`src/common/redmule_defs.svh`:
```
// ********************
// RedMulE parameters
// Array size, element width, reduction length and FIFO depth
// ********************

`ifndef REDMULE_DEFS_SVH
`define REDMULE_DEFS_SVH

// Array rows, the length of one X column
`define REDMULE_ROWS 4

// Array columns, the length of one W or Z row
`define REDMULE_COLS 4

// Bits per element
`define REDMULE_ELEM_W 16

// Longest reduction a single job may request
`define REDMULE_K_MAX 16

`define REDMULE_FIFO_DEPTH 4

`endif

```
`src/common/redmule_pkg.sv`:
```
// ********************
// RedMulE types
// Element, row, length and index types plus FSM and opcode enums
// ********************

`default_nettype none

package redmule_pkg;

  `include "redmule_defs.svh"

  typedef logic [`REDMULE_ELEM_W-1:0] elem_t;

  // Element r of an X column sits at index r
  typedef logic [`REDMULE_ROWS-1:0][`REDMULE_ELEM_W-1:0] x_col_t;
  typedef logic [`REDMULE_COLS-1:0][`REDMULE_ELEM_W-1:0] w_row_t;
  typedef logic [`REDMULE_COLS-1:0][`REDMULE_ELEM_W-1:0] z_row_t;

  typedef logic [$clog2(`REDMULE_K_MAX+1)-1:0] k_len_t;
  typedef logic [$clog2(`REDMULE_ROWS)-1:0]    row_idx_t;

  typedef enum logic [0:0] {
    OP_MADD,
    OP_MSUB
  } redmule_op_e;

  typedef enum logic [1:0] {
    ST_IDLE,
    ST_LOAD_Y,
    ST_COMPUTE,
    ST_STORE
  } ctrl_state_e;

endpackage

`default_nettype wire

```
`src/redmule_ctrl/redmule_ctrl.sv`:
```
// ********************
// RedMulE controller
// Job FSM: bias load, compute, tile store
// Drives engine and Z buffer strobes plus busy
// ********************

`default_nettype none

`include "redmule_defs.svh"

module redmule_ctrl (
  input  logic                     clk_i,
  input  logic                     rst_n_i,
  input  logic                     start_i,
  input  redmule_pkg::k_len_t      k_len_i,
  input  redmule_pkg::redmule_op_e op_i,
  input  logic                     y_valid_i,
  output logic                     y_ready_o,
  input  logic                     fifo_valid_i,
  output logic                     fifo_pop_o,
  output logic                     bias_load_o,
  output redmule_pkg::row_idx_t    bias_row_o,
  output logic                     mac_en_o,
  output redmule_pkg::redmule_op_e op_o,
  input  logic                     z_full_i,
  output logic                     store_o,
  output logic                     busy_o
);

  import redmule_pkg::*;

  localparam int unsigned ROWS = `REDMULE_ROWS;

  ctrl_state_e state_q;
  ctrl_state_e state_d;
  k_len_t      k_len_q;
  k_len_t      k_cnt_q;
  redmule_op_e op_q;
  row_idx_t    row_cnt_q;
  logic        start_ok;
  logic        y_take;
  logic        pair_take;
  logic        row_last;
  logic        k_last;

  // Start is only honoured between jobs
  assign start_ok  = start_i && (state_q == ST_IDLE);
  assign y_ready_o = (state_q == ST_LOAD_Y);
  assign y_take    = y_valid_i && y_ready_o;
  assign pair_take = (state_q == ST_COMPUTE) && fifo_valid_i;
  assign row_last  = (row_cnt_q == row_idx_t'(ROWS - 1));
  assign k_last    = (k_cnt_q == k_len_q - k_len_t'(1));

  assign bias_load_o = y_take;
  assign bias_row_o  = row_cnt_q;
  assign fifo_pop_o  = pair_take;
  assign mac_en_o    = pair_take;
  assign op_o        = op_q;
  assign store_o     = (state_q == ST_STORE) && !z_full_i;

  // Still busy while the previous tile drains out of the Z buffer
  assign busy_o = (state_q != ST_IDLE) || z_full_i;

  always_comb begin
    state_d = state_q;
    case (state_q)
      ST_IDLE: begin
        if (start_ok) begin
          state_d = ST_LOAD_Y;
        end
      end
      ST_LOAD_Y: begin
        if (y_take && row_last) begin
          state_d = ST_COMPUTE;
        end
      end
      ST_COMPUTE: begin
        if (pair_take && k_last) begin
          state_d = ST_STORE;
        end
      end
      ST_STORE: begin
        // Wait for the Z buffer to free up
        if (!z_full_i) begin
          state_d = ST_IDLE;
        end
      end
      default: state_d = ST_IDLE;
    endcase
  end

  always_ff @(posedge clk_i) begin
    if (!rst_n_i) begin
      state_q <= ST_IDLE;
    end else begin
      state_q <= state_d;
    end
  end

  // Job parameters and progress counters
  always_ff @(posedge clk_i) begin
    if (!rst_n_i) begin
      k_len_q   <= '0;
      op_q      <= OP_MADD;
      row_cnt_q <= '0;
      k_cnt_q   <= '0;
    end else begin
      if (start_ok) begin
        k_len_q   <= k_len_i;
        op_q      <= op_i;
        row_cnt_q <= '0;
        k_cnt_q   <= '0;
      end
      if (y_take) begin
        row_cnt_q <= row_last ? '0 : row_cnt_q + 1'b1;
      end
      if (pair_take) begin
        k_cnt_q <= k_last ? '0 : k_cnt_q + 1'b1;
      end
    end
  end

endmodule

`default_nettype wire

```
`config.mk`:
```
export PLATFORM = sky130hd
export DESIGN_NAME = redmule_ctrl
export DESIGN_NICKNAME = d
export VERILOG_FILES = /design/src/common/redmule_pkg.sv /design/src/redmule_ctrl/redmule_ctrl.sv
export VERILOG_INCLUDE_DIRS = /design/src /design/src/common
export SDC_FILE = /design/constraint.sdc
export NUM_CORES = 1
export LEC_CHECK = 0
export ABC_AREA = 1
export BUFFER_PORTS_ARGS = -buffer_cell sky130_fd_sc_hd__buf_2
export CAP_MARGIN = 0
export CORE_ASPECT_RATIO = 1.2
export CORE_MARGIN = 1.5
export CORE_UTILIZATION = 40
export CTS_BUF_LIST = sky130_fd_sc_hd__clkbuf_8
export DETAILED_ROUTE_END_ITERATION = 10
export PLACE_DENSITY_LB_ADDON = 0.3
export SLEW_MARGIN = 40
export SYNTH_ARGS = -nofsm -noshare
export SYNTH_HDL_FRONTEND = slang
export SYNTH_SLANG_ARGS = --single-unit
```
`constraint.sdc`:
```
create_clock -name clk_i -period 1.5 [get_ports clk_i]
set_input_delay 0.15 -clock clk_i [delete_from_list [all_inputs] [get_ports clk_i]]
set_output_delay 0.15 -clock clk_i [all_outputs]
set_load 0.02 [all_outputs]
```
== Yosys cells after proc, flatten, opt, wreduce, memory -nomap -nowiden ==
Index checks and enable logic that the tools add are counted.

* ROM bits: 0
* Register bits: 15
* Input bits: 12
* RAM bits: 0
* Bits in latches: 0
* Memories: 0

* Muxes and demuxes: 11
* Bitwise operators: 0
* Multipliers: 0
* Shift-type cells: 0
* Reductions and logical operators: 13
* Divide/modulo/power cells: 0
* Add/sub/neg operators: 3
* Magnitude comparators: 0
* Equality and inequality tests: 9

{| class="wikitable"
|+ Operators with widths
! kind !! count
|-
| $mux W5 || 3
|-
| $mux W2 || 7
|-
| $pmux W2 S4 || 1
|-
| $eq A2 B2 Y1 const B || 3
|-
| $logic_and A1 B1 Y1 || 6
|-
| $reduce_bool A2 Y1 || 3
|-
| $add A5 B1 Y5 const B || 1
|-
| $eq A5 B5 Y1 || 1
|-
| $sub A5 B1 Y5 const B || 1
|-
| $ne A2 B1 Y1 const B || 2
|-
| $ne A2 B2 Y1 const B || 2
|-
| $reduce_and A4 Y1 || 1
|-
| $add A2 B1 Y2 const B || 1
|-
| $eq A2 B1 Y1 const B || 1
|-
| $logic_not A2 Y1 || 1
|-
| $logic_not A1 Y1 || 1
|-
| $logic_or A1 B1 Y1 || 1
|}

== Depth between registers and ports, before layout ==
* Depth in word-level cells: 5
* Depth in mapped cells: 13

== Worst setup path after synthesis ==
OpenSTA, ideal clock, no wires.

* Path kind: reg2reg
* From: register state_q[1]
* To: register state_q[0]
* Path buffers: 0
* Slack: 0.034 ns
* Arrival time: 1.351 ns
* Cell stages (with the launch flop): 7
* Data required time: 1.385 ns
* Clock period less this slack: 1.466 ns
* Cell sequence: dfxtp_1 inv_1 ha_1 a221oi_1 nand3_1 nand2_1 nor2_1

* Cells in the longest elaborated chain, start to end: 5
* Elaborated cells between the ends (all ways): 15

{| class="wikitable"
|+ Ends and longest elaborated chain
! element !! RTL line !! RTL
|-
| start: declaration || redmule_ctrl.sv:34 || <nowiki>ctrl_state_e state_q;</nowiki>
|-
| start signal: assignment || redmule_ctrl.sv:96 || <nowiki>state_q <= state_d;</nowiki>
|-
| $eq A2 B1 Y1 (*) || redmule_ctrl.sv:48 || <nowiki>assign y_ready_o = (state_q == ST_LOAD_Y);</nowiki>
|-
| named net y_ready_o || redmule_ctrl.sv:18 || <nowiki>output logic y_ready_o,</nowiki>
|-
| $logic_and A1 B1 Y1 || redmule_ctrl.sv:49 || <nowiki>assign y_take = y_valid_i && y_ready_o;</nowiki>
|-
| $logic_and A1 B1 Y1 || redmule_ctrl.sv:73 || <nowiki>if (y_take && row_last) begin</nowiki>
|-
| $ne A2 B1 Y1 (no line) || - ||
|-
| $reduce_and A4 Y1 (no line) || - ||
|}

The timed path passes the listed nets; every way through them passes the cells marked *.
A chain may end at the register's enable or synchronous reset.

== Worst setup path in the final report ==
* From: register k_len_q[0]
* To: register state_q[0]

* Cells in the longest elaborated chain, start to end: 5

{| class="wikitable"
|+ Ends and longest elaborated chain
! element !! RTL line !! RTL
|-
| start: declaration || redmule_ctrl.sv:36 || <nowiki>k_len_t k_len_q;</nowiki>
|-
| start signal: assignment || redmule_ctrl.sv:109 || <nowiki>k_len_q <= k_len_i;</nowiki>
|-
| $sub A5 B1 Y5 || redmule_ctrl.sv:52 || <nowiki>assign k_last = (k_cnt_q == k_len_q - k_len_t'(1));</nowiki>
|-
| $eq A5 B5 Y1 || redmule_ctrl.sv:52 ||
|-
| $logic_and A1 B1 Y1 || redmule_ctrl.sv:78 || <nowiki>if (pair_take && k_last) begin</nowiki>
|-
| $ne A2 B1 Y1 (no line) || - ||
|-
| $reduce_and A4 Y1 (no line) || - ||
|}

Every way passes these cells.

==> impl_results.md <==
- Worst Max-Slew Pin Slew: 0.255 ns
- Endpoints failing setup: 0
- H-tree levels: 1
- Die Ht: 55.9 µm
- CTS clk-pin slew, worst paths: 0.06 ns
- Max Fclk: 0.667 GHz
- Max clock buf depth: 2
- Most frequent cells in the layout: 39 x nand2_1, 20 x buf_2, 15 x nor2_1, 13 x a21oi_1, 13 x dfxtp_1
- Top routing layer used: met4
- Top Ports: 21
- Minimum clock period: 1.50 ns
- Register area share after synthesis: 32.2%
- Vias in the first global route: 861
- Worst hold path class: in2reg
- Post-route design area: 1170 µm²
- Fraction of layout cells with a size suffix above 1: 29.4%
- CORE AREA: 2260 µm²
- Die W: 47.1 µm
- Largest net degree at the start of global routing: 12
- Die area: 2630 µm²
- Met3 WL post-DR: 75 µm
- Port bufs: 20
- Hold Fails Final Rpt: 0
- Max Fanout on Critical Path: 4
- RSZ-0062 raised after global routing: yes
- DP Wirelength: 1550 µm
- Starting Density: 41.3%
- Final Cycle Share: 99.9%
- Placer Congestion: 0.784
- Slew Viols, Final: 0
- Critical Path Sink Type: register
- Diode count: 0
- CP Class: reg2reg
- Post-DP Area: 1090 µm²
- Max-cap violations: 0
- Status: finished clean
- Setup_tns: 0 ns
- Post-layout util: 51.9%
- Routed WL per cell: 9.87 µm
- Global route overflow: 0
- Hold_ws: 0.146 ns
- Crit start category: register
- Final WS setup: 0.00120 ns
- Std-Cell Rows: 19
- Drt drc: 0
- Initial antenna violation count: 0
- Relative slew slack: 83.0%
- Commonest non-fill, non-tap cell in the layout: nand2_1
- Setup WS pre-CTS: -0.00522 ns
- Via density: 4.74
- Root buffer cell: clkbuf_8
- Placed insts: 196
- Max VDD drop: 0.798 mV
- Worst-skew pair later-pin latency: 0.25 ns
- GRT Total Usage: 18.1%
- Filler instances: 229
- PD cells: 1510 nW/µm²
- Cts bufs inserted: 3
- Tot Pwr: 1.77 mW
- CTS tree: yes
- Average size of a mapped cell: 6.48 µm²
- M1 wire length: 815 µm
- WP data required: 1.64 ns
- Vias: 953
- Synth Net Count: 164
- Post-Syn Area: 933 µm²
- Synth Register Bits: 15
- Met2 routed WL: 1040 µm
- DR iter-0 viols: 8
- Flip-flop and latch area: 303 µm²
- Layout area overhead: 25.5%
- Finished Layout Cells: 201
- Post-route ant nets: 0
- Clk sink count: 15
- Worst endpoint data arrival time: 1.64 ns
- Routed WL: 1980 µm
- Leak: 0.565 nW
- Clk_skew: 0.00155 ns
- First-pass GRT wire length: 3450 µm
- 1st-pass router iterations: 4
- Nets: 191
- Synth warnings: 0
- Synth cell types: 19
- Area occupied by multi-input gates: 567 µm²
- Synth Instances: 144
==> cells by family after synthesis <==
family	Yosys count	share of synthesized area, %
simple gates	73	33.0
buf+inv	24	10.1
fa+ha+maj	8	10.7
compound gates	22	12.2
flops	15	32.2
xor+xnor	2	1.88
==> final timing paths <==
check	start	to	slack (ns)	cells past startpoint
worst max-delay path	k_len_q[0]	state_q[0]	0.001	13
worst min-delay path	k_len_i[3]	k_len_q[3]	0.15	3
worst max register to register	k_len_q[0]	state_q[0]	0.001	13
worst min register to register	k_len_q[2]	k_len_q[2]	0.49	2
==> registers in the layout, indices dropped and copies added (netlist names) <==
register    cells
op_o            1
k_cnt_q         5
state_q         2
bias_row_o      2
k_len_q         5
==> cell type report <==
class	count	share of cell area (%)
Inverter	21	6.73
Tap cell	31	3.31
Clock inverter	1	0.427
Sequential cell	15	25.9
Clock buffer	3	3.53
Timing Repair Buffer	25	11.8
Multi-Input combinational cell	105	48.4
==> synthesized netlist by cell type <==
master | count | area [µm²]
clkbuf_1 | 2 | 7.51
nand3_2 | 1 | 10.0
buf_4 | 1 | 7.51
ha_1 | 8 | 100
inv_2 | 3 | 11.3
xnor2_1 | 1 | 8.76
nor2_1 | 15 | 56.3
nand2_1 | 40 | 150
nor2_2 | 3 | 18.8
xor2_1 | 1 | 8.76
nand2_2 | 1 | 6.26
clkinv_1 | 1 | 3.75
or2_2 | 1 | 6.26
nand3_1 | 12 | 60.1
a21oi_1 | 13 | 65.1
o21ai_0 | 8 | 40.0
inv_1 | 17 | 63.8
a221oi_1 | 1 | 8.76
dfxtp_1 | 15 | 300
==> worst max-delay path, cell delays in order (launching register included) <==
cell     delay (ns)
dfxtp_2        0.33
inv_2          0.05
ha_4           0.26
inv_2          0.02
nand2_1        0.04
nand2_1        0.05
nor2_1         0.10
nand2_1        0.07
nor2_2         0.12
nand3_2        0.08
nand2_2        0.10
nand3_2        0.06
nand2_1        0.06
nor2_1         0.04
==> per-layer routing <==
metal  GRT usage (%)  vias up
li1                -      501
met1            20.8      428
met2            30.9       20
met3            1.95        4
met4            9.52        0
met5               0        -
==> report_power, final <==
part / switching (mW) / internal (mW)
clock network: 0.144 / 0.184
logic: 0.525 / 0.363
registers: 0.0726 / 0.482
total: 0.742 / 1.03
==> what timing repair did <==
action | CTS | global route
buffers inserted | 0 | 1
hold buffers | 0 | 0
pin swaps | 2 | 7
resized for setup | 4 | 8
setup endpoints to repair | 9 | 14
Power figures use the tool's default switching activity.
