==> src/common/redmule_defs.svh <==
// ********************
// RedMulE parameters
// Array size, element width, reduction length and FIFO depth
// ********************

`ifndef REDMULE_DEFS_SVH
`define REDMULE_DEFS_SVH

// Array rows, the length of one X column
`define REDMULE_ROWS 4

// Array columns, the length of one W or Z row
`define REDMULE_COLS 4

// Bits per element
`define REDMULE_ELEM_W 16

// Longest reduction a single job may request
`define REDMULE_K_MAX 16

`define REDMULE_FIFO_DEPTH 4

`endif

==> src/common/redmule_pkg.sv <==
// ********************
// RedMulE types
// Element, row, length and index types plus FSM and opcode enums
// ********************

`default_nettype none

package redmule_pkg;

  `include "redmule_defs.svh"

  typedef logic [`REDMULE_ELEM_W-1:0] elem_t;

  // Element r of an X column sits at index r
  typedef logic [`REDMULE_ROWS-1:0][`REDMULE_ELEM_W-1:0] x_col_t;
  typedef logic [`REDMULE_COLS-1:0][`REDMULE_ELEM_W-1:0] w_row_t;
  typedef logic [`REDMULE_COLS-1:0][`REDMULE_ELEM_W-1:0] z_row_t;

  typedef logic [$clog2(`REDMULE_K_MAX+1)-1:0] k_len_t;
  typedef logic [$clog2(`REDMULE_ROWS)-1:0]    row_idx_t;

  typedef enum logic [0:0] {
    OP_MADD,
    OP_MSUB
  } redmule_op_e;

  typedef enum logic [1:0] {
    ST_IDLE,
    ST_LOAD_Y,
    ST_COMPUTE,
    ST_STORE
  } ctrl_state_e;

endpackage

`default_nettype wire

==> src/source/redmule_z_buffer.sv <==
// ********************
// RedMulE Z buffer
// Captures a finished tile and drains it row by row
// ********************

`default_nettype none

`include "redmule_defs.svh"

module redmule_z_buffer (
  input  logic                                    clk_i,
  input  logic                                    rst_n_i,
  input  logic                                    store_i,
  input  redmule_pkg::z_row_t [`REDMULE_ROWS-1:0] acc_i,
  input  logic                                    z_ready_i,
  output logic                                    z_valid_o,
  output redmule_pkg::z_row_t                     z_row_o,
  output logic                                    z_full_o,
  output logic                                    done_o
);

  import redmule_pkg::*;

  localparam int unsigned ROWS = `REDMULE_ROWS;

  z_row_t [ROWS-1:0] tile_q;
  row_idx_t          rd_row_q;
  logic              full_q;
  logic              done_q;
  logic              xfer;
  logic              last_row;

  assign xfer     = full_q && z_ready_i;
  assign last_row = (rd_row_q == row_idx_t'(ROWS - 1));

  assign z_valid_o = full_q;
  assign z_row_o   = tile_q[rd_row_q];
  assign z_full_o  = full_q;
  assign done_o    = done_q;

  // Tile payload, only written on store
  always_ff @(posedge clk_i) begin
    if (store_i) begin
      tile_q <= acc_i;
    end
  end

  always_ff @(posedge clk_i) begin
    if (!rst_n_i) begin
      full_q   <= 1'b0;
      rd_row_q <= '0;
      done_q   <= 1'b0;
    end else begin
      // One cycle pulse after the last row has left
      done_q <= xfer && last_row;
      if (store_i) begin
        full_q   <= 1'b1;
        rd_row_q <= '0;
      end else if (xfer) begin
        if (last_row) begin
          full_q   <= 1'b0;
          rd_row_q <= '0;
        end else begin
          rd_row_q <= rd_row_q + 1'b1;
        end
      end
    end
  end

endmodule

`default_nettype wire

==> config.mk <==
export PLATFORM = sky130hd
export DESIGN_NAME = redmule_z_buffer
export DESIGN_NICKNAME = d
export VERILOG_FILES = /design/src/common/redmule_pkg.sv /design/src/source/redmule_z_buffer.sv
export VERILOG_INCLUDE_DIRS = /design/src /design/src/common
export SDC_FILE = /design/constraint.sdc
export NUM_CORES = 1
export LEC_CHECK = 0
export ABC_AREA = 1
export BUFFER_PORTS_ARGS = -buffer_cell sky130_fd_sc_hd__buf_4
export CAP_MARGIN = 10
export CORE_MARGIN = 2
export CORE_UTILIZATION = 40
export CTS_CLUSTER_DIAMETER = 50
export DETAILED_ROUTE_END_ITERATION = 6
export HOLD_SLACK_MARGIN = 0.15
export PLACE_DENSITY = 0.65
export SYNTH_ARGS = -nofsm -noshare
export SYNTH_HDL_FRONTEND = slang
export SYNTH_SLANG_ARGS = --single-unit
==> constraint.sdc <==
create_clock -name clk_i -period 1.3 [get_ports clk_i]
set_input_delay 0.26 -clock clk_i [delete_from_list [all_inputs] [get_ports clk_i]]
set_output_delay 0.26 -clock clk_i [all_outputs]
set_load 0.1 [all_outputs]
# Word-level counts from Yosys, hierarchy flattened
# Cells that the tools add are included.
# Widths: inputs -> output; s select.
# word_totals
in_bits	260
n_memories	0
ram_bits	0
output_inout_bits	67
latch_bits	0
ff_bits	260
mem_bits_ro	0
# classes
div_mod_pow	0
multipliers	0
addsub	1
eq_ne	1
n_lt_le_gt_ge	1
mux	6
reduce_logical	6
n_bitwise	1
shifts	0
# ops
operator	count
$bmux 64 s2	1
$mux 64	1
$reduce_bool 2->1	2
$lt 2x3->1 const B	1
$mux 1	3
$add 2x1->2 const B	1
$eq 2x2->1 const B	1
$logic_and 1x1->1	2
$mux 2	1
$reduce_and 2->1	1
$reduce_or 2->1	1
$not 1->1	1

# Depth between registers and ports, before layout
# Gate-level depths: netlist of the first run.
# depth
word_depth	4
mapped_depth	7

# Worst setup path before layout of the first run
# No wires, ideal clock.
# synth_timing
path_type	flip-flop to output port
startpoint	register rd_row_q[0]
endpoint	output port z_row_o[7] in the netlist's numbering
path_buffers	2
t_arrival_ns	2.886
slack_ns	-1.846
stages_incl_launch_ff	5
path_cell_list	dfxtp_1 buf_4 buf_2 nor2_1 o21ai_0
# synth_lines
item	line	source
from (decl)	redmule_z_buffer.sv:27	row_idx_t rd_row_q;
from (signal assigned)	redmule_z_buffer.sv:64	rd_row_q <= rd_row_q + 1'b1;
to (decl)	redmule_z_buffer.sv:17	output redmule_pkg::z_row_t z_row_o,

==> impl_metrics.json, run 1 <==
{
  "place_congestion": 0.809,
  "dp.final_hpwl_um": 18900,
  "ioPinCount": 327,
  "fin_crit_sh": 1.60,
  "vias_per_cell": 4.76,
  "fin_total_pwr_uw": 25200,
  "min_period_ns": 2.08,
  "clock_tree.buffer_depth": 3,
  "dpl_cell_area_um2": 14300,
  "endpoint_kind": "output pin",
  "die_x_um": 165,
  "startpoint": "rd_row_q[0]",
  "ys_warn_count": 0,
  "startpoint_type": "flop",
  "cp-endpoint": "z_row_o[29]",
  "finalHoldViolCount": 0,
  "layout_common_cells": "nand2_1 (301), buf_4 (280), dlygate4sd3_1 (259), edfxtp_1 (256), buf_12 (83)",
  "r2r_cells": 4,
  "powerDensity_nw_per_um2": 1310,
  "crit_type": "flop to output pin",
  "synth_top_cell_area_share": 0.745,
  "clk_pin_slew_ns": 0.06,
  "reg2reg_from": "rd_row_q[0]",
  "cts_root_buffer": "clkbuf_16",
  "violations": "negative setup slack",
  "regArea_um2": 7780,
  "fin_tns_setup_ns": -45.91,
  "dr_total_vias": 8964,
  "drcViolationCount": 0,
  "multi_input_area_um2": 3050,
  "maxCapViolations": 0,
  "critPathRequiredTime_ns": 1.04,
  "start_util": 0.409,
  "drive_above_1_share": 0.379,
  "synthTopCellsByArea": "edfxtp_1 (74%), nand2_1 (14%), nor2_1 (2.5%)",
  "track_usage": 0.243,
  "synth-seq-cells": 260,
  "finalWorstSetupSlack_ns": -0.780,
  "worst_pin_slew_ns": 0.321,
  "final_common_cell": "nand2_1",
  "yosys.area.top_type": "edfxtp_1",
  "fin_nets": 1788,
  "die_y_um": 165,
  "clock_latency_ns": 0.49,
  "synth_cells": 897,
  "peakVddDrop_mv": 1.20,
  "overflow": 0,
  "cts_sinks": 260,
  "outcome": "finished, violations left",
  "htreeDepth": 2,
  "grt_pass1_vias": 9602,
  "syn-num-nets": 1158,
  "routed_wl_um": 36300,
  "design_area_um2": 19200,
  "p_leak_uw": 0.00830,
  "setup_viol_count_final": 67,
  "fmax_mhz": 481,
  "syn_area_per_cell_um2": 11.5,
  "utilization": 0.761,
  "cts_tree": "done",
  "relSlewSlack": 0.786,
  "drt_first_pass_iters": 5,
  "nFillCells": 1433,
  "grt_max_degree": 63,
  "yosysUniqueCellTypes": 15,
  "syn_area_um2": 10300,
  "core_um2": 25300,
  "place_inst": 1549,
  "dieArea_um2": 27100,
  "rr_endpoint": "rd_row_q[1]",
  "final_cell_count_no_fill": 1882,
  "slew_violations": 0,
  "hp-class": "primary input to flop",
  "syn2layout_area_growth_pct": 86.2,
  "drt-initial-drc-count": 619,
  "wl_per_cell_um": 19.3,
  "grt_pass1_wl_um": 49700,
  "fin_worst_skew_ns": 0.000710,
  "port_buffers": 326,
  "ff2ff_setup_slack_ns": -0.05,
  "synth.yosys.seq_area_share": 0.752,
  "cp_max_fo": 17,
  "row_count": 58,
  "antenna_left": 0,
  "worstPathArrival_ns": 1.82,
  "rsz0062_at_grt": "true",
  "antenna_found_initial": 2,
  "cts_buffers": 35
}
-- registers in the layout, summed over array words and instances, names as in the netlist --
| register | cells |
|---|---|
| tile_q | 256 |
| rd_row_q | 2 |
| done_o | 1 |
| z_full_o | 1 |
-- cell usage after synthesis (all sizes together) --
| master | instances |
|---|---|
| nand2 | 387 |
| edfxtp | 256 |
| inv | 69 |
| nor2 | 69 |
| o21ai | 65 |
| buf | 37 |
| clkbuf | 5 |
| dfxtp | 4 |
| a21oi | 3 |
| ha | 1 |
| nor3 | 1 |
-- how the worst min path moves through the flow --
stage / startpoint / end / depth (start not counted)
final: acc_i[48] / tile_q[48] / 2
after global routing: acc_i[178] / tile_q[178] / 2
after CTS: acc_i[53] / tile_q[53] / 2
after detailed placement: acc_i[167] / tile_q[167] / 1
after global placement: acc_i[164] / tile_q[164] / 1
after floorplan: acc_i[0] / tile_q[0] / 0
-- critical path, cell delays in order, from the launching register on --
cell	delay [ns]
dfxtp_4	0.38
inv_4	0.15
buf_12	0.20
nand2_1	0.08
nand2_1	0.08
nand2_1	0.11
o21ai_4	0.11
buf_12	0.20
-- what timing repair did --
item                       in CTS  in global routing
hold endpoints to repair      278                  0
setup buffers                   0                  6
cloned                          0                  6
hold buffers                  259                  0
resized for setup             169                 93
setup endpoints to repair      71                 73
pin swaps                       5                  8
-- routing by layer --
| metal | GRT usage | vias up | part of all wire |
|---|---|---|---|
| met5 | 0 | - | 0 |
| met3 | 0.0485 | 90 | 0.050 |
| met2 | 0.457 | 347 | 0.56 |
| met4 | 0.103 | 0 | 0.035 |
| li1 | - | 4216 | - |
| met1 | 0.264 | 4311 | 0.36 |
-- area by class of cell --
class                           count  share of cell area
Clock buffer                       41              0.0467
Multi-Input combinational cell    526               0.158
Sequential cell                   260               0.405
Clock inverter                     19              0.0115
Timing Repair Buffer              635               0.343
Tap cell                          330              0.0215
Inverter                           69              0.0137
Antenna cell                        2            0.000260
-- logic make-up after synthesis --
family	count (synthesis)	synth area share
fa+ha+maj	1	0.00121
flops	260	0.752
compound gates	68	0.0330
simple gates	457	0.166
buf+inv	111	0.0471
-- stage by stage --
stage	hold slack [ns]	worst slack (ns)
floorplan	0.359	-0.244
global placement	0.439	-0.326
detailed placement	0.439	-0.320
CTS	0.460	-0.770
global route	0.462	-0.831
finish	0.473	-0.780
-- power breakdown --
part           leakage (uW)  switching, uW  internal [uW]
combinational       0.00522           3180           2440
clock              0.000543           3650           5780
sequential          0.00254            217           9950
No activity file was read; power rests on OpenSTA's default activity.
==> inputs of run 2 (changes only) <==
Settings changed: CORE_UTILIZATION 40 to 51, MAX_ROUTING_LAYER set to met4, PLACE_DENSITY 0.65 to 0.8.
==> run 2 against run 1 <==
  * The flow now stops in global routing (5_1_grt)
  * Synthesized cell count unchanged
  * Area after synthesis unchanged
==> impl_metrics.json, run 2 <==
{
  "outcome": "did not finish",
  "stop_stage": "global routing (5_1_grt)",
  "tool.error": "[ERROR GRT-0232] Routing congestion too high. Check the congestion heatmap in the GUI.",
  "overflow": 50,
  "yosysUniqueCellTypes": 15,
  "worst-ep-kind": "top-level output",
  "ioPinCount": 327,
  "synth-seq-cells": 260,
  "start_util": 0.515,
  "synth_simple_gate_area_frac": 0.166,
  "syn_area_um2": 10300,
  "yosys.area.top_type": "edfxtp_1",
  "cts_buffers": 28,
  "synth_top_family_by_area": "simple AND/OR/NAND/NOR gates",
  "syn_area_per_cell_um2": 11.5,
  "dp.final_hpwl_um": 19100,
  "syn-num-nets": 1158,
  "repair-timing-grt-worst-ep": "z_row_o[44]",
  "clock_tree.buffer_depth": 3,
  "ys_warn_count": 0,
  "synth_top_cell_area_share": 0.745,
  "muxShareOfSynthArea": 0,
  "cts_sinks": 260,
  "synth_cells": 897,
  "cts_root_buffer": "clkbuf_16",
  "die_x_um": 146,
  "ys.flop_type": "edfxtp_1",
  "yosys.area_share.adder": 0.00121,
  "synth_compound_area_frac": 0.0330,
  "die_y_um": 146,
  "grt_max_degree": 43,
  "antenna_found_initial": 13,
  "track_usage": 0.803,
  "synth_common_cells": "nand2_1 (387), edfxtp_1 (256), nor2_1 (69), inv_1 (67), o21ai_1 (40)",
  "yosysMostFrequentCell": "nand2_1",
  "synth_edf_count": 256,
  "place_congestion": 0.837,
  "synth_xor_area_frac": 0,
  "row_count": 52,
  "synth.yosys.seq_area_share": 0.752,
  "synth-async-reset-ratio": 0,
  "htreeDepth": 1,
  "port_buffers": 326,
  "synthTopCellsByArea": "edfxtp_1 (74%), nand2_1 (14%), nor2_1 (2.5%)"
}
==> run 2: cell counts after synthesis <==
No cell type changed its count.
==> run 2: layer usage <==
metal | overflow | track usage
met3 | 0 | 0.577
met4 | 26 | 0.900
met5 | - | -
met1 | 0 | 0.773
met2 | 24 | 0.961
==> run 2: logic make-up after synthesis <==
family	Yosys count
DFF	260
adders and majority gates	1
and+or+nand+nor	457
buffers and inverters	111
AOI/OAI and AO/OA	68
==> run 2: repair_timing <==
| action | in CTS |
|---|---|
| hold endpoints to repair | 271 |
| resized for setup | 258 |
| setup endpoints to repair | 69 |
| setup buffers | 1 |
| hold buffers | 259 |
| pin swaps | 25 |
==> run 2: through the flow <==
stage | setup WS (ns) | instance area [um^2] | cells
3_5_place_dp | -0.293 | 14400 | 1496
2_1_floorplan | -0.244 | 11300 | 897
4_1_cts | -0.776 | 18900 | 1806
3_3_place_gp | -0.237 | 14400 | 1496
==> inputs of run 3 (changes only) <==
Settings changed: CORE_UTILIZATION 51 to 40, CTS_CLUSTER_DIAMETER 50 to not set, HOLD_SLACK_MARGIN 0.15 to not set, MAX_ROUTING_LAYER met4 to not set, PLACE_DENSITY 0.8 to not set, PLACE_DENSITY_LB_ADDON set to 0.15.
==> run 3 against run 2 <==
  * The flow now finishes, with violations (negative setup slack)
==> impl_metrics.json, run 3 (synthesized netlist as in run 1, its figures left out) <==
{
  "clk_pin_slew_ns": 0.06,
  "cts_tree": "done",
  "place_inst": 1560,
  "ioPinCount": 327,
  "cp_cell_sequence": "buf_12 -> buf_8 -> nand2_1 -> nand2_1 -> nand2_1 -> o21ai_4 -> buf_12",
  "largest_register": "tile_q",
  "crit_type": "flop to output pin",
  "finalWorstSetupSlack_ns": -0.758,
  "nFillCells": 1435,
  "hp-class": "primary input to flop",
  "port_buffers": 326,
  "fin_crit_sh": 1.58,
  "wl_per_cell_um": 17.5,
  "overflow": 0,
  "grt_max_degree": 38,
  "drcViolationCount": 0,
  "slew_violations": 0,
  "place_congestion": 0.817,
  "relSlewSlack": 0.811,
  "antenna_left": 0,
  "htreeDepth": 1,
  "top_regs": "tile_q x256, rd_row_q x2",
  "fin_worst_skew_ns": 0.000985,
  "grt_pass1_vias": 9314,
  "critPathRequiredTime_ns": 1.04,
  "peakVddDrop_mv": 1.01,
  "r2r_cells": 5,
  "die_y_um": 165,
  "antenna_found_initial": 3,
  "maxCapViolations": 0,
  "crit_top_cell": "nand2_1",
  "endpoint_kind": "output pin",
  "final_cell_count_no_fill": 1884,
  "utilization": 0.758,
  "min_period_ns": 2.06,
  "startpoint_type": "flop",
  "dr_total_vias": 8827,
  "finalHoldViolCount": 0,
  "worst_pin_slew_ns": 0.282,
  "setup_viol_count_final": 67,
  "grt_pass1_wl_um": 48700,
  "row_count": 58,
  "layout_common_cells": "nand2_1 (296), buf_4 (285), dlygate4sd3_1 (257), edfxtp_1 (256), buf_12 (90)",
  "holdPathStages": 3,
  "drt-initial-drc-count": 610,
  "cts_root_buffer": "clkbuf_16",
  "clock_latency_ns": 0.53,
  "ff2ff_setup_slack_ns": 0.11,
  "worstPathArrival_ns": 1.80,
  "fmax_mhz": 486,
  "violations": "negative setup slack",
  "vias_per_cell": 4.69,
  "drive_above_1_share": 0.378,
  "routed_wl_um": 33000,
  "outcome": "finished, violations left",
  "fin_nets": 1792,
  "crit_slowest_cell": "dfxtp_4",
  "p_leak_uw": 0.00826,
  "cp_max_fo": 16,
  "final_common_cell": "nand2_1",
  "powerDensity_nw_per_um2": 1220,
  "clock_tree.buffer_depth": 3,
  "pre_cts_ws_ns": -0.307,
  "dieArea_um2": 27100,
  "syn2layout_area_growth_pct": 85.3,
  "max_stage_delay_ns": 0.40,
  "rsz0062_at_grt": "true",
  "largest_reg_flops": 256,
  "track_usage": 0.236,
  "dp.final_hpwl_um": 19300,
  "fin_tns_setup_ns": -45.26,
  "holdWs_ns": 0.0381,
  "die_x_um": 165,
  "cts_sinks": 260,
  "core_um2": 25300,
  "drt_first_pass_iters": 5,
  "cts_buffers": 28,
  "start_util": 0.409
}
run 3: worst max-delay path, delay by kind of cell (launching register included):
kind / cells / cell delay [ns]
compound gates: 1 / 0.08
flops: 1 / 0.40
buf+inv: 3 / 0.53
simple gates: 3 / 0.25
run 3: final cells by class:
type / count / area (um^2) / share of cell area
diodes: 4 / 10.0 / 0.000523
clock buffers: 38 / 759 / 0.0397
clock inverters: 11 / 100 / 0.00523
inverters: 69 / 274 / 0.0143
multi-input cells: 526 / 3030 / 0.158
flip-flops and latches: 260 / 7780 / 0.407
well taps: 330 / 413 / 0.0216
repair buffers: 646 / 6770 / 0.354
run 3: final timing paths:
kind / from / endpoint
max: rd_row_q[0] / z_row_o[7]
min: z_ready_i / rd_row_q[1]
max reg2reg: rd_row_q[1] / rd_row_q[0]
min reg2reg: z_full_o / rd_row_q[1]
run 3: power breakdown:
part	switching [uW]	internal [uW]
Combinational	3130	2490
Clock	3150	4450
Sequential	200	9940
run 3: timing repair:
action | 4_1_cts | 5_1_grt
gates cloned | 2 | 2
setup buffers | 3 | 7
resized for setup | 253 | 14
pin swaps | 16 | 6
hold endpoints to repair | 258 | 0
hold buffers | 257 | 0
endpoints found under the setup margin | 67 | 68
run 3: routing by layer:
metal | global-route usage | up-vias | wire (um)
li1 | - | 4223 | -
met1 | 0.271 | 4192 | 12300
met2 | 0.440 | 344 | 17500
met3 | 0.0465 | 68 | 2170
met4 | 0.0775 | 0 | 979
met5 | 0 | - | 0
run 3: stage by stage:
stage | cell area [um^2] | power, uW
detailed placement | 14500 | 14400
finish | 19100 | 23400
floorplan | 11300 | 12900
CTS | 19000 | 23300
global route | 19100 | 24100
global placement | 14500 | 14300
