File: config.mk
export PLATFORM = sky130hd
export DESIGN_NAME = redmule_stream_fifo
export DESIGN_NICKNAME = d
export VERILOG_FILES = /design/src/source/redmule_stream_fifo.sv
export VERILOG_INCLUDE_DIRS = /design/src /design/src/common
export SDC_FILE = /design/constraint.sdc
export NUM_CORES = 1
export LEC_CHECK = 0
export ABC_AREA = 1
export BUFFER_PORTS_ARGS = -buffer_cell sky130_fd_sc_hd__clkbuf_2
export CORE_ASPECT_RATIO = 1.1
export CORE_MARGIN = 3
export CORE_UTILIZATION = 45
export DETAILED_ROUTE_END_ITERATION = 10
export PLACE_DENSITY = 0.71
export SYNTH_ARGS = -nofsm -noshare
export SYNTH_HDL_FRONTEND = slang
export SYNTH_SLANG_ARGS = --single-unit
File: constraint.sdc
create_clock -name clk_i -period 2.2 [get_ports clk_i]
set_input_delay 0.44 -clock clk_i [delete_from_list [all_inputs] [get_ports clk_i]]
set_output_delay 0.44 -clock clk_i [all_outputs]
set_load 0.02 [all_outputs]
File: src/common/redmule_defs.svh
// ********************
// RedMulE parameters
// Array size, element width, reduction length and FIFO depth
// ********************

`ifndef REDMULE_DEFS_SVH
`define REDMULE_DEFS_SVH

// Array rows, the length of one X column
`define REDMULE_ROWS 4

// Array columns, the length of one W or Z row
`define REDMULE_COLS 4

// Bits per element
`define REDMULE_ELEM_W 16

// Longest reduction a single job may request
`define REDMULE_K_MAX 16

`define REDMULE_FIFO_DEPTH 4

`endif

File: src/source/redmule_stream_fifo.sv
// ********************
// Operand stream FIFO
// Circular buffer with valid/ready on both sides
// ********************

`default_nettype none

`include "redmule_defs.svh"

module redmule_stream_fifo #(
  parameter int unsigned DEPTH = `REDMULE_FIFO_DEPTH,
  parameter int unsigned WIDTH = 32
) (
  input  logic             clk_i,
  input  logic             rst_n_i,
  input  logic             push_valid_i,
  input  logic [WIDTH-1:0] push_data_i,
  output logic             push_ready_o,
  output logic             pop_valid_o,
  output logic [WIDTH-1:0] pop_data_o,
  input  logic             pop_i
);

  localparam int unsigned PTR_W = (DEPTH > 1) ? $clog2(DEPTH) : 1;
  localparam int unsigned CNT_W = $clog2(DEPTH + 1);

  logic [WIDTH-1:0] mem_q [DEPTH];
  logic [PTR_W-1:0] wr_ptr_q;
  logic [PTR_W-1:0] rd_ptr_q;
  logic [CNT_W-1:0] count_q;
  logic             do_push;
  logic             do_pop;

  assign push_ready_o = (count_q != CNT_W'(DEPTH));
  assign pop_valid_o  = (count_q != '0);
  assign do_push      = push_valid_i && push_ready_o;
  assign do_pop       = pop_i && pop_valid_o;

  // Head word goes straight out, no output register
  assign pop_data_o = mem_q[rd_ptr_q];

  always_ff @(posedge clk_i) begin
    if (do_push) begin
      mem_q[wr_ptr_q] <= push_data_i;
    end
  end

  // Pointers wrap explicitly so any depth works
  always_ff @(posedge clk_i) begin
    if (!rst_n_i) begin
      wr_ptr_q <= '0;
      rd_ptr_q <= '0;
      count_q  <= '0;
    end else begin
      if (do_push) begin
        wr_ptr_q <= (wr_ptr_q == PTR_W'(DEPTH - 1)) ? '0 : wr_ptr_q + 1'b1;
      end
      if (do_pop) begin
        rd_ptr_q <= (rd_ptr_q == PTR_W'(DEPTH - 1)) ? '0 : rd_ptr_q + 1'b1;
      end
      if (do_push && !do_pop) begin
        count_q <= count_q + 1'b1;
      end else if (do_pop && !do_push) begin
        count_q <= count_q - 1'b1;
      end
    end
  end

endmodule

`default_nettype wire

Yosys cells after proc, flatten, opt, wreduce, memory -nomap -nowiden
Memory sizes are Yosys's and may differ from the RTL's. A register that Yosys moved wholly into a read port is not among the register bits.
Cells that the tools add are included.
{ "totals": {"mem_bits_rw": 128, "rom_bits": 0, "memories": 1, "register_bits": 7, "latchBits": 0} }
{ "mem_list": {"columns": ["name", "depth", "width", "rd", "rd_clocked_by_memory_dff", "wr", "line", "text"], "rows": [
  ["mem_q", 4, 32, 1, 1, 1, "redmule_stream_fifo.sv:27", "logic [WIDTH-1:0] mem_q [DEPTH];"]
]} }
{ "op_classes": {"n_shift": 0, "reduce_logical": 8, "muxes": 8, "div_mod_pow": 0, "mul": 0, "addsub": 4, "bitwise": 0, "order_cmp": 0, "eq_ne": 3} }
{ "op_table": {"columns": ["op", "n"], "rows": [
  ["2-bit two-way mux", 4],
  ["3-bit two-way mux", 2],
  ["2-bit by 1-bit adder with 2-bit output (second input constant)", 2],
  ["2-bit equality test (second input constant)", 2],
  ["1-bit logical AND", 4],
  ["3-bit by 1-bit adder with 3-bit output (second input constant)", 1],
  ["3-bit != test (second input constant)", 1],
  ["3-bit nonzero test", 1],
  ["3-bit by 1-bit subtractor with 3-bit output (second input constant)", 1],
  ["1-bit logical NOT", 2],
  ["1-bit two-way mux", 2],
  ["2-bit nonzero test", 1]
]} }

Depth between registers and ports, before layout
Gate-level depths: netlist (run 1).
{ "logic_depth": {"ltp_word": 6, "mapped_depth": 13, "depth_no_buf": 13} }

Worst setup path before layout (run 1)
No wires, ideal clock.
{ "synth_timing": {"path_kind": "register -> register", "startpoint": "register count_q[1]", "endpoint": "memory mem_q[0][0], enable pin", "path_buffers": 0, "t_arrival_ps": 2154, "path_stages_with_launch": 5, "setup_time_ps": 421, "required_time_ps": 1779, "setup_slack_ps": -375, "path_cell_list": "dfxtp_1 nor2_1 nand2_1 nand2_2 nor2_1"} }
{ "synth_between": {"elab_chain_cells": 4} }
{ "synth_rtl": {"columns": ["item", "line", "text"], "rows": [
  ["from (decl)", "redmule_stream_fifo.sv:30", "logic [CNT_W-1:0] count_q;"],
  ["from (signal assigned)", "redmule_stream_fifo.sv:62", "count_q <= count_q + 1'b1;"],
  ["from (signal assigned)", "redmule_stream_fifo.sv:64", "count_q <= count_q - 1'b1;"],
  ["3-bit != test", "redmule_stream_fifo.sv:34", "assign push_ready_o = (count_q != CNT_W'(DEPTH));"],
  ["via push_ready_o", "redmule_stream_fifo.sv:18", "output logic push_ready_o,"],
  ["1-bit logical AND", "redmule_stream_fifo.sv:36", "assign do_push = push_valid_i && push_ready_o;"],
  ["1-bit two-way mux", "redmule_stream_fifo.sv:43", "if (do_push) begin"],
  ["1-bit two-way mux (not written as such)", "redmule_stream_fifo.sv:44", "mem_q[wr_ptr_q] <= push_data_i;"],
  ["to (decl)", "redmule_stream_fifo.sv:27", null]
]} }
The timed path passes the listed nets, and every way through them passes these cells.

==> impl_metrics.ini, run 1 <==
[outcome]
status = completed

[worst_setup_path]
critPathKind = register to output port
r2r_start = count_q[1]$_SDFFE_PN0P_
worstPathRequired_ps = 1760
path_cells = inv_4 -> buf_4 -> o21ai_0 -> o22ai_1 -> clkbuf_2
worst_path_largest_cell_delay_ps = 340
cp-start-kind = register
path_buf_inv = 3
cp_max_fo = 16
cp_top_family = buffers and inverters
worst_path_max_delay_cell = dfxtp_1
worst_ep_arrival_time_ps = 1630
endpoint_kind = output port

[final_layout]
drive_gt1_share_pct = 24.9
nets = 504
antennaDiodeCount = 0
syn2layout_area_growth_pct = 21.2

[global_route]
grt_pass1_wl_um = 16100
grt_antenna_before_repair = 0
overflow = 0
grt_util_all_layers_pct = 16.6
grt_max_degree = 65
grt_pass1_vias = 3200

[power]
switchingPower_mw = 2.74
p_leak_nw = 2.34
ir_worst_vdd_v = 0.000676
internal_power_mw = 5.59
switching_share_pct = 32.9
clkPwrFrac_pct = 31.8
design_power_total_mw = 8.33
comb_power_share_pct = 28.4
cellPowerDensity_nw_per_um2 = 1300
seqPwrFrac_pct = 39.8

[synthesis]
synth_seq_area_share_pct = 76.4
syn_inst = 379
synth-seq-cells = 137
yosysWarningCount = 0
synth_fp_nets = 422
ys_types = 21
avgSynthCellArea_um2 = 13.9
syn_area_um2 = 5270

[timing]
hold_viol = 0
fin_setup_tns_ps = 0
skew_ps = 3.59
finalCriticalPeriod_ps = 2070
slew_violations = 0
tightest_slew_ps = 315
setup_viol = 0
timing.fmax_mhz = 484
rsz0062_at_grt = no
post-route-period-util_pct = 93.9
fin_ws_ps = 134
max_slew_margin_pct = 79.0

[detailed_routing]
ant_nets = 0
drc = 0
firstDrtPassIters = 5
vias_per_cell = 5.22
detail_route.wl_per_cell_um = 16.7
vias = 3239
routed_wl_um = 10300
drt-initial-drc-count = 192

[cts]
clock-root-buffer = clkbuf_16
path_clk_slew_ps = 60
numClockSinks = 137
htreeDepth = 4
clock_path_buffers = 2
numCtsBuffers = 17
cts_hold_buf = 0
cts_tree = built
clkLatencyLatePin_ps = 400

[place]
pre_cts_ws_ps = 300
hpwl_um = 6110
gp_congestion = 0.736
io_buffers = 69

[die]
die_x_um = 109
die_h_um = 120
rows = 40
start_util_pct = 47.2
dieArea_um2 = 13000
core-area_um2 = 11200
ios = 70

[worst_hold_path]
holdCritPathClass = input port to register
min_from = push_data_i[27]

[run]
cap_violations = 0
## layout make-up
class	count	area, um^2
flip-flops and latches	137	4030
well taps	147	184
multi-input cells	206	1050
repair buffers	82	488
clock inverters	15	134
inverters	17	82.6
fillers	875	4770
clock buffers	17	425
## sequential cells by signal, summed over array words and instances (netlist names), named ones only
name and cells:
count_q 3, mem_q 128, rd_ptr_q 2, wr_ptr_q 2
## power by group through the flow
stage | combinational [mW] | clock, mW | sequential [mW]
2_1_floorplan | 1.65 | 0 | 3.33
3_3_place_gp | 2.29 | 0 | 3.34
3_5_place_dp | 2.34 | 0 | 3.36
4_1_cts | 2.35 | 2.69 | 3.32
5_1_grt | 2.59 | 2.82 | 3.35
6_report | 2.36 | 2.65 | 3.32
## Yosys cell counts, drive strengths merged
cell / instances / area, um^2
clkbuf: 1 / 3.75
ha: 6 / 75.1
nand4: 1 / 6.26
o22ai: 32 / 200
nor2: 81 / 304
nand3: 1 / 5.00
buf: 18 / 154
nand2: 15 / 58.8
nand3b: 1 / 7.51
inv: 17 / 71.3
dfxtp: 9 / 180
o21ai: 66 / 330
fa: 1 / 20.0
a21oi: 2 / 10.0
edfxtp: 128 / 3840
## placed cells by master, fill, tap and decap left out
cell,n
ha_1,6
nand3_1,1
clkinv_2,4
o21ai_0,38
buf_4,8
clkbuf_2,69
o21ai_1,28
nor2_1,77
inv_6,1
clkbuf_16,17
inv_1,15
o22ai_1,32
a21oi_1,2
inv_4,1
fa_1,1
dfxtp_4,1
nand2_1,14
buf_12,3
nand3b_1,1
nor2_4,4
nand2_2,1
dfxtp_1,8
clkinvlp_4,4
nand4_1,1
buf_6,2
inv_16,1
bufinv_16,2
edfxtp_1,128
clkinv_1,4
## final timing paths
path | end | slack, ps | depth (start not counted)
min | mem_q[0][27]$_DFFE_PP_ | 250 | 1
min reg2reg | count_q[0]$_SDFFE_PN0P_ | 520 | 2
max | pop_data_o[13] | 130 | 5
max reg2reg | count_q[2]$_SDFFE_PN0P_ | 360 | 12
## metrics by stage
stage	cells	util, %	hold slack, ps	cell area (um^2)
after global placement	588	51.9	492	5790
after global routing	621	57.2	239	6390
after detailed placement	588	51.9	509	5790
after CTS	620	56.9	238	6350
after floorplan	379	-	480	5270
final	621	57.2	252	6390
## per-layer routing
metal	global-route usage [%]	wire, um	vias to the layer above
li1	-	-	1556
met1	20.0	4240	1575
met2	28.0	5440	88
met3	5.38	505	20
met4	5.61	159	0
met5	0	0	-
## logic make-up (layout without fill, tap and decap cells)
logic type               Yosys count  in the layout  share of synthesized area [%]
buffers and inverters             36            131                           4.34
flip-flops                       137            137                           76.4
adder cells (fa/ha/maj)            7              7                           1.80
AND/OR/NAND/NOR                   99             99                           7.24
AO/OA/AOI/OAI                    100            100                           10.3
## worst register-to-register path, delay by kind of cell (launching register included)
kind / cells / cell delay, ps
adder cells (fa/ha/maj): 2 / 580
AND/OR/NAND/NOR: 7 / 670
buffers and inverters: 3 / 190
flip-flops: 1 / 330
## timing repair
action,CTS,global route
setup endpoints to repair,21,15
buffers inserted,0,1
resized for setup,2,8
(Power assumes the default switching activity.)
==> run 2: changes to the inputs <==
Settings changed: RECOVER_POWER set to 100.
==> impl_metrics.ini, run 2 (same netlist as run 1, synthesis figures left out) <==
[cts]
numClockSinks = 137
htreeDepth = 4
clock-root-buffer = clkbuf_16
clock_path_buffers = 2
clkLatencyLatePin_ps = 400
cts_tree = built
path_clk_slew_ps = 60
numCtsBuffers = 17
cts_hold_buf = 0

[worst_setup_path]
endpoint_kind = output port
cp-start-kind = register
worst_ep_arrival_time_ps = 1640
cp_max_fo = 16
critPathKind = register to output port
worstPathRequired_ps = 1760

[place]
gp_congestion = 0.736
io_buffers = 69
placed_area_um2 = 5790
hpwl_um = 6110
pre_cts_ws_ps = 300
dp.cells = 588

[detailed_routing]
detail_route.wl_per_cell_um = 16.7
drt-initial-drc-count = 201
firstDrtPassIters = 4
vias = 3254
drc = 0
ant_nets = 0
routed_wl_um = 10400
vias_per_cell = 5.24

[final_layout]
final_util_pct = 56.4
largest_register_ffs = 128
final_common_cell = edfxtp_1
drive_gt1_share_pct = 15.2
final_cells = 621
reg_top3 = mem_q: 128 flops, count_q: 3 flops
largest-register = mem_q
nets = 504
fillers = 904
antennaDiodeCount = 0
syn2layout_area_growth_pct = 19.4
final_area_um2 = 6290
final_cell_mix = edfxtp_1, nor2_1, clkbuf_1

[timing]
skew_ps = 3.67
timing.fmax_mhz = 482
tightest_slew_ps = 610
fin_ws_ps = 124
finalCriticalPeriod_ps = 2080
slew_violations = 0
rsz0062_at_grt = no
hold_viol = 0
setup_viol = 0
max_slew_margin_pct = 59.3
post-route-period-util_pct = 94.4

[die]
dieArea_um2 = 13000
ios = 70
die_x_um = 109
core-area_um2 = 11200
start_util_pct = 47.2
die_h_um = 120
rows = 40

[worst_hold_path]
holdCritPathClass = input port to register

[global_route]
grt_antenna_before_repair = 0
grt_pass1_vias = 3200
overflow = 0
grt_util_all_layers_pct = 16.6
grt_max_degree = 65
grt_pass1_wl_um = 16100

[power]
ir_worst_vdd_v = 0.000677
cellPowerDensity_nw_per_um2 = 1310
p_leak_nw = 2.19

[run]
cap_violations = 0

[outcome]
status = completed
## run 2: routing by layer
metal | global-route usage [%] | vias to the layer above | wire length, um
met5 | 0 | - | 0
met4 | 5.61 | 0 | 156
met3 | 5.38 | 19 | 579
met2 | 28.0 | 98 | 5400
met1 | 20.0 | 1582 | 4230
li1 | - | 1555 | -
## run 2: area by class of cell
type / count / area, um^2 / share of cell area [%]
Inverter: 17 / 82.6 / 1.31
Sequential cell: 137 / 4030 / 64.0
Clock inverter: 15 / 134 / 2.13
Multi-Input combinational cell: 206 / 1040 / 16.6
Timing Repair Buffer: 82 / 394 / 6.26
Tap cell: 147 / 184 / 2.92
Clock buffer: 17 / 425 / 6.76
## run 2: worst max-delay path, cell delays in order (launching register included)
cell	delay, ps
dfxtp_1	340
inv_4	180
buf_4	230
o21ai_0	110
o22ai_1	160
clkbuf_2	210
## run 2: path summary, 6_finish.rpt
kind / cells after the start / endpoint / slack, ps / startpoint
worst min register to register: 2 / count_q[0]$_SDFFE_PN0P_ / 520 / count_q[0]$_SDFFE_PN0P_
worst min-delay path: 1 / mem_q[0][27]$_DFFE_PP_ / 290 / push_data_i[27]
worst max-delay path: 5 / pop_data_o[13] / 120 / register
worst max register to register: 6 / mem_q[3][2]$_DFFE_PP_ / 190 / count_q[1]$_SDFFE_PN0P_
## run 2: stage by stage
stage	setup TNS [ps]	power [mW]	hold WS [ps]
floorplan	-48060	4.97	480
global placement	0	5.64	492
detailed placement	0	5.70	509
CTS	0	8.36	238
global route	0	8.68	291
finish	0	8.26	289
## run 2: repair_timing
| action | in CTS | in global routing |
|---|---|---|
| resized for setup | 2 | 8 |
| endpoints found under the setup margin | 21 | 15 |
| setup buffers | 0 | 1 |
| pin swaps | 0 | 0 |
## run 2: where the power goes
group | internal (mW) | total, mW | switching [mW]
Clock | 1.64 | 2.65 | 1.01
Sequential | 3.19 | 3.32 | 0.128
Combinational | 0.686 | 2.29 | 1.60
==> run 3: changes to the inputs <==
Settings changed: BUFFER_PORTS_ARGS -buffer_cell sky130_fd_sc_hd__clkbuf_2 to -buffer_cell sky130_fd_sc_hd__buf_4.
==> impl_metrics.ini, run 3 (same netlist as run 1, synthesis figures left out) <==
[outcome]
status = completed

[worst_setup_path]
worstPathRequired_ps = 1760
worst_path_max_delay_cell = dfxtp_2
path_cells = buf_8 -> o21ai_0 -> o22ai_1 -> clkbuf_2
endpoint_kind = output port
cp-start-kind = register
cp_max_fo = 38
critPathKind = register to output port
worst_path_largest_cell_delay_ps = 410
path_buf_inv = 2
worst_ep_arrival_time_ps = 1650
cp_top_family = buffers and inverters

[timing]
skew_ps = 5.39
setup_viol = 0
max_slew_margin_pct = 61.8
timing.fmax_mhz = 478
tightest_slew_ps = 573
slew_violations = 0
hold_viol = 0
fin_ws_ps = 106
finalCriticalPeriod_ps = 2090
rsz0062_at_grt = no
post-route-period-util_pct = 95.2
fin_setup_tns_ps = 0

[power]
switchingPower_mw = 2.74
seqPwrFrac_pct = 39.9
clkPwrFrac_pct = 31.8
p_leak_nw = 2.22
switching_share_pct = 33.0
internal_power_mw = 5.55
comb_power_share_pct = 28.3
cellPowerDensity_nw_per_um2 = 1320
ir_worst_vdd_v = 0.000585

[global_route]
busiest_layer = met2
overflow = 0
grt_util_all_layers_pct = 17.3
grt_antenna_before_repair = 0
grt_pass1_vias = 3308
grt_max_degree = 65
grt_pass1_wl_um = 16700
met2_usage_pct = 29.1
use_met1_pct = 20.3
grt_use_met3_pct = 4.79

[detailed_routing]
vias = 3265
vias_per_cell = 5.26
firstDrtPassIters = 5
routed_wl_um = 10600
detail_route.wl_per_cell_um = 17.0
drt-initial-drc-count = 195
ant_nets = 0
drc = 0

[cts]
htreeDepth = 4
numCtsBuffers = 17
clock_path_buffers = 2
path_clk_slew_ps = 50
cts_tree = built
clkLatencyLatePin_ps = 410
clock-root-buffer = clkbuf_16
cts_hold_buf = 0
numClockSinks = 137

[final_layout]
nets = 505
drive_gt1_share_pct = 16.5
largest_register_ffs = 128
largest-register = mem_q
fillers = 916
final_util_pct = 56.4
final_cell_mix = edfxtp_1, nor2_1, clkbuf_1
antennaDiodeCount = 0
syn2layout_area_growth_pct = 19.4
final_common_cell = edfxtp_1
reg_top3 = mem_q: 128 flops, count_q: 3 flops

[place]
gp_congestion = 0.742
io_buffers = 69
hpwl_um = 6410
pre_cts_ws_ps = 362

[die]
ios = 70
core-area_um2 = 11200
die_x_um = 109
die_h_um = 120
start_util_pct = 47.2
dieArea_um2 = 13000
rows = 40

[worst_hold_path]
holdCritPathClass = input port to register

[run]
cap_violations = 0
## run 3: cell types whose count changed in the layout (fill, tap and decap cells not counted), sizes merged
cell      previous run  this run
buf                  6        14
inv                 18        17
clkbuf              93        86
clkinvlp             4         3
clkinv               8         9
## run 3: path summary, 6_finish.rpt
path	cells past startpoint	startpoint	endpoint	slack, ps
setup / recovery	4	register	pop_data_o[19]	110
hold / removal	1	push_data_i[18]	mem_q[2][18]$_DFFE_PP_	290
setup reg to reg	6	count_q[0]$_SDFFE_PN0P_	mem_q[3][3]$_DFFE_PP_	270
hold reg to reg	2	count_q[0]$_SDFFE_PN0P_	count_q[0]$_SDFFE_PN0P_	510
## run 3: what timing repair did
action / CTS / global route
setup endpoints to repair: 4 / 3
setup buffers: 0 / 0
resized for setup: 1 / 2
## run 3: power groups by stage
stage | logic (mW) | registers (mW) | clock network [mW]
final | 2.34 | 3.30 | 2.64
after CTS | 2.63 | 3.30 | 2.68
after floorplan | 1.65 | 3.33 | 0
after global placement | 2.55 | 3.33 | 0
after detailed placement | 2.61 | 3.35 | 0
after global routing | 2.60 | 3.33 | 2.79
## run 3: area by class of cell
type	instances	area (um^2)	area share (%)
clock buffer	17	425	6.76
clock inverter	14	134	2.13
inverter	17	71.3	1.13
multi-input combinational	206	1040	16.5
sequential	137	4030	63.9
tap	147	184	2.92
timing repair buffer	83	418	6.64
## run 3: metal layers
layer  wire (um)  part of all wire, %
met1        4280                   41
met2        5560                   53
met3         539                  5.1
met4         177                  1.7
met5           0                    0
## run 3: through the flow
step / area [um^2] / hold slack, ps / power, mW / instances
after floorplan: 5270 / 480 / 4.97 / 379
after global placement: 5960 / 496 / 5.88 / 590
final: 6290 / 287 / 8.28 / 621
after detailed placement: 5960 / 509 / 5.96 / 590
after CTS: 6530 / 212 / 8.61 / 621
after global routing: 6290 / 286 / 8.71 / 621
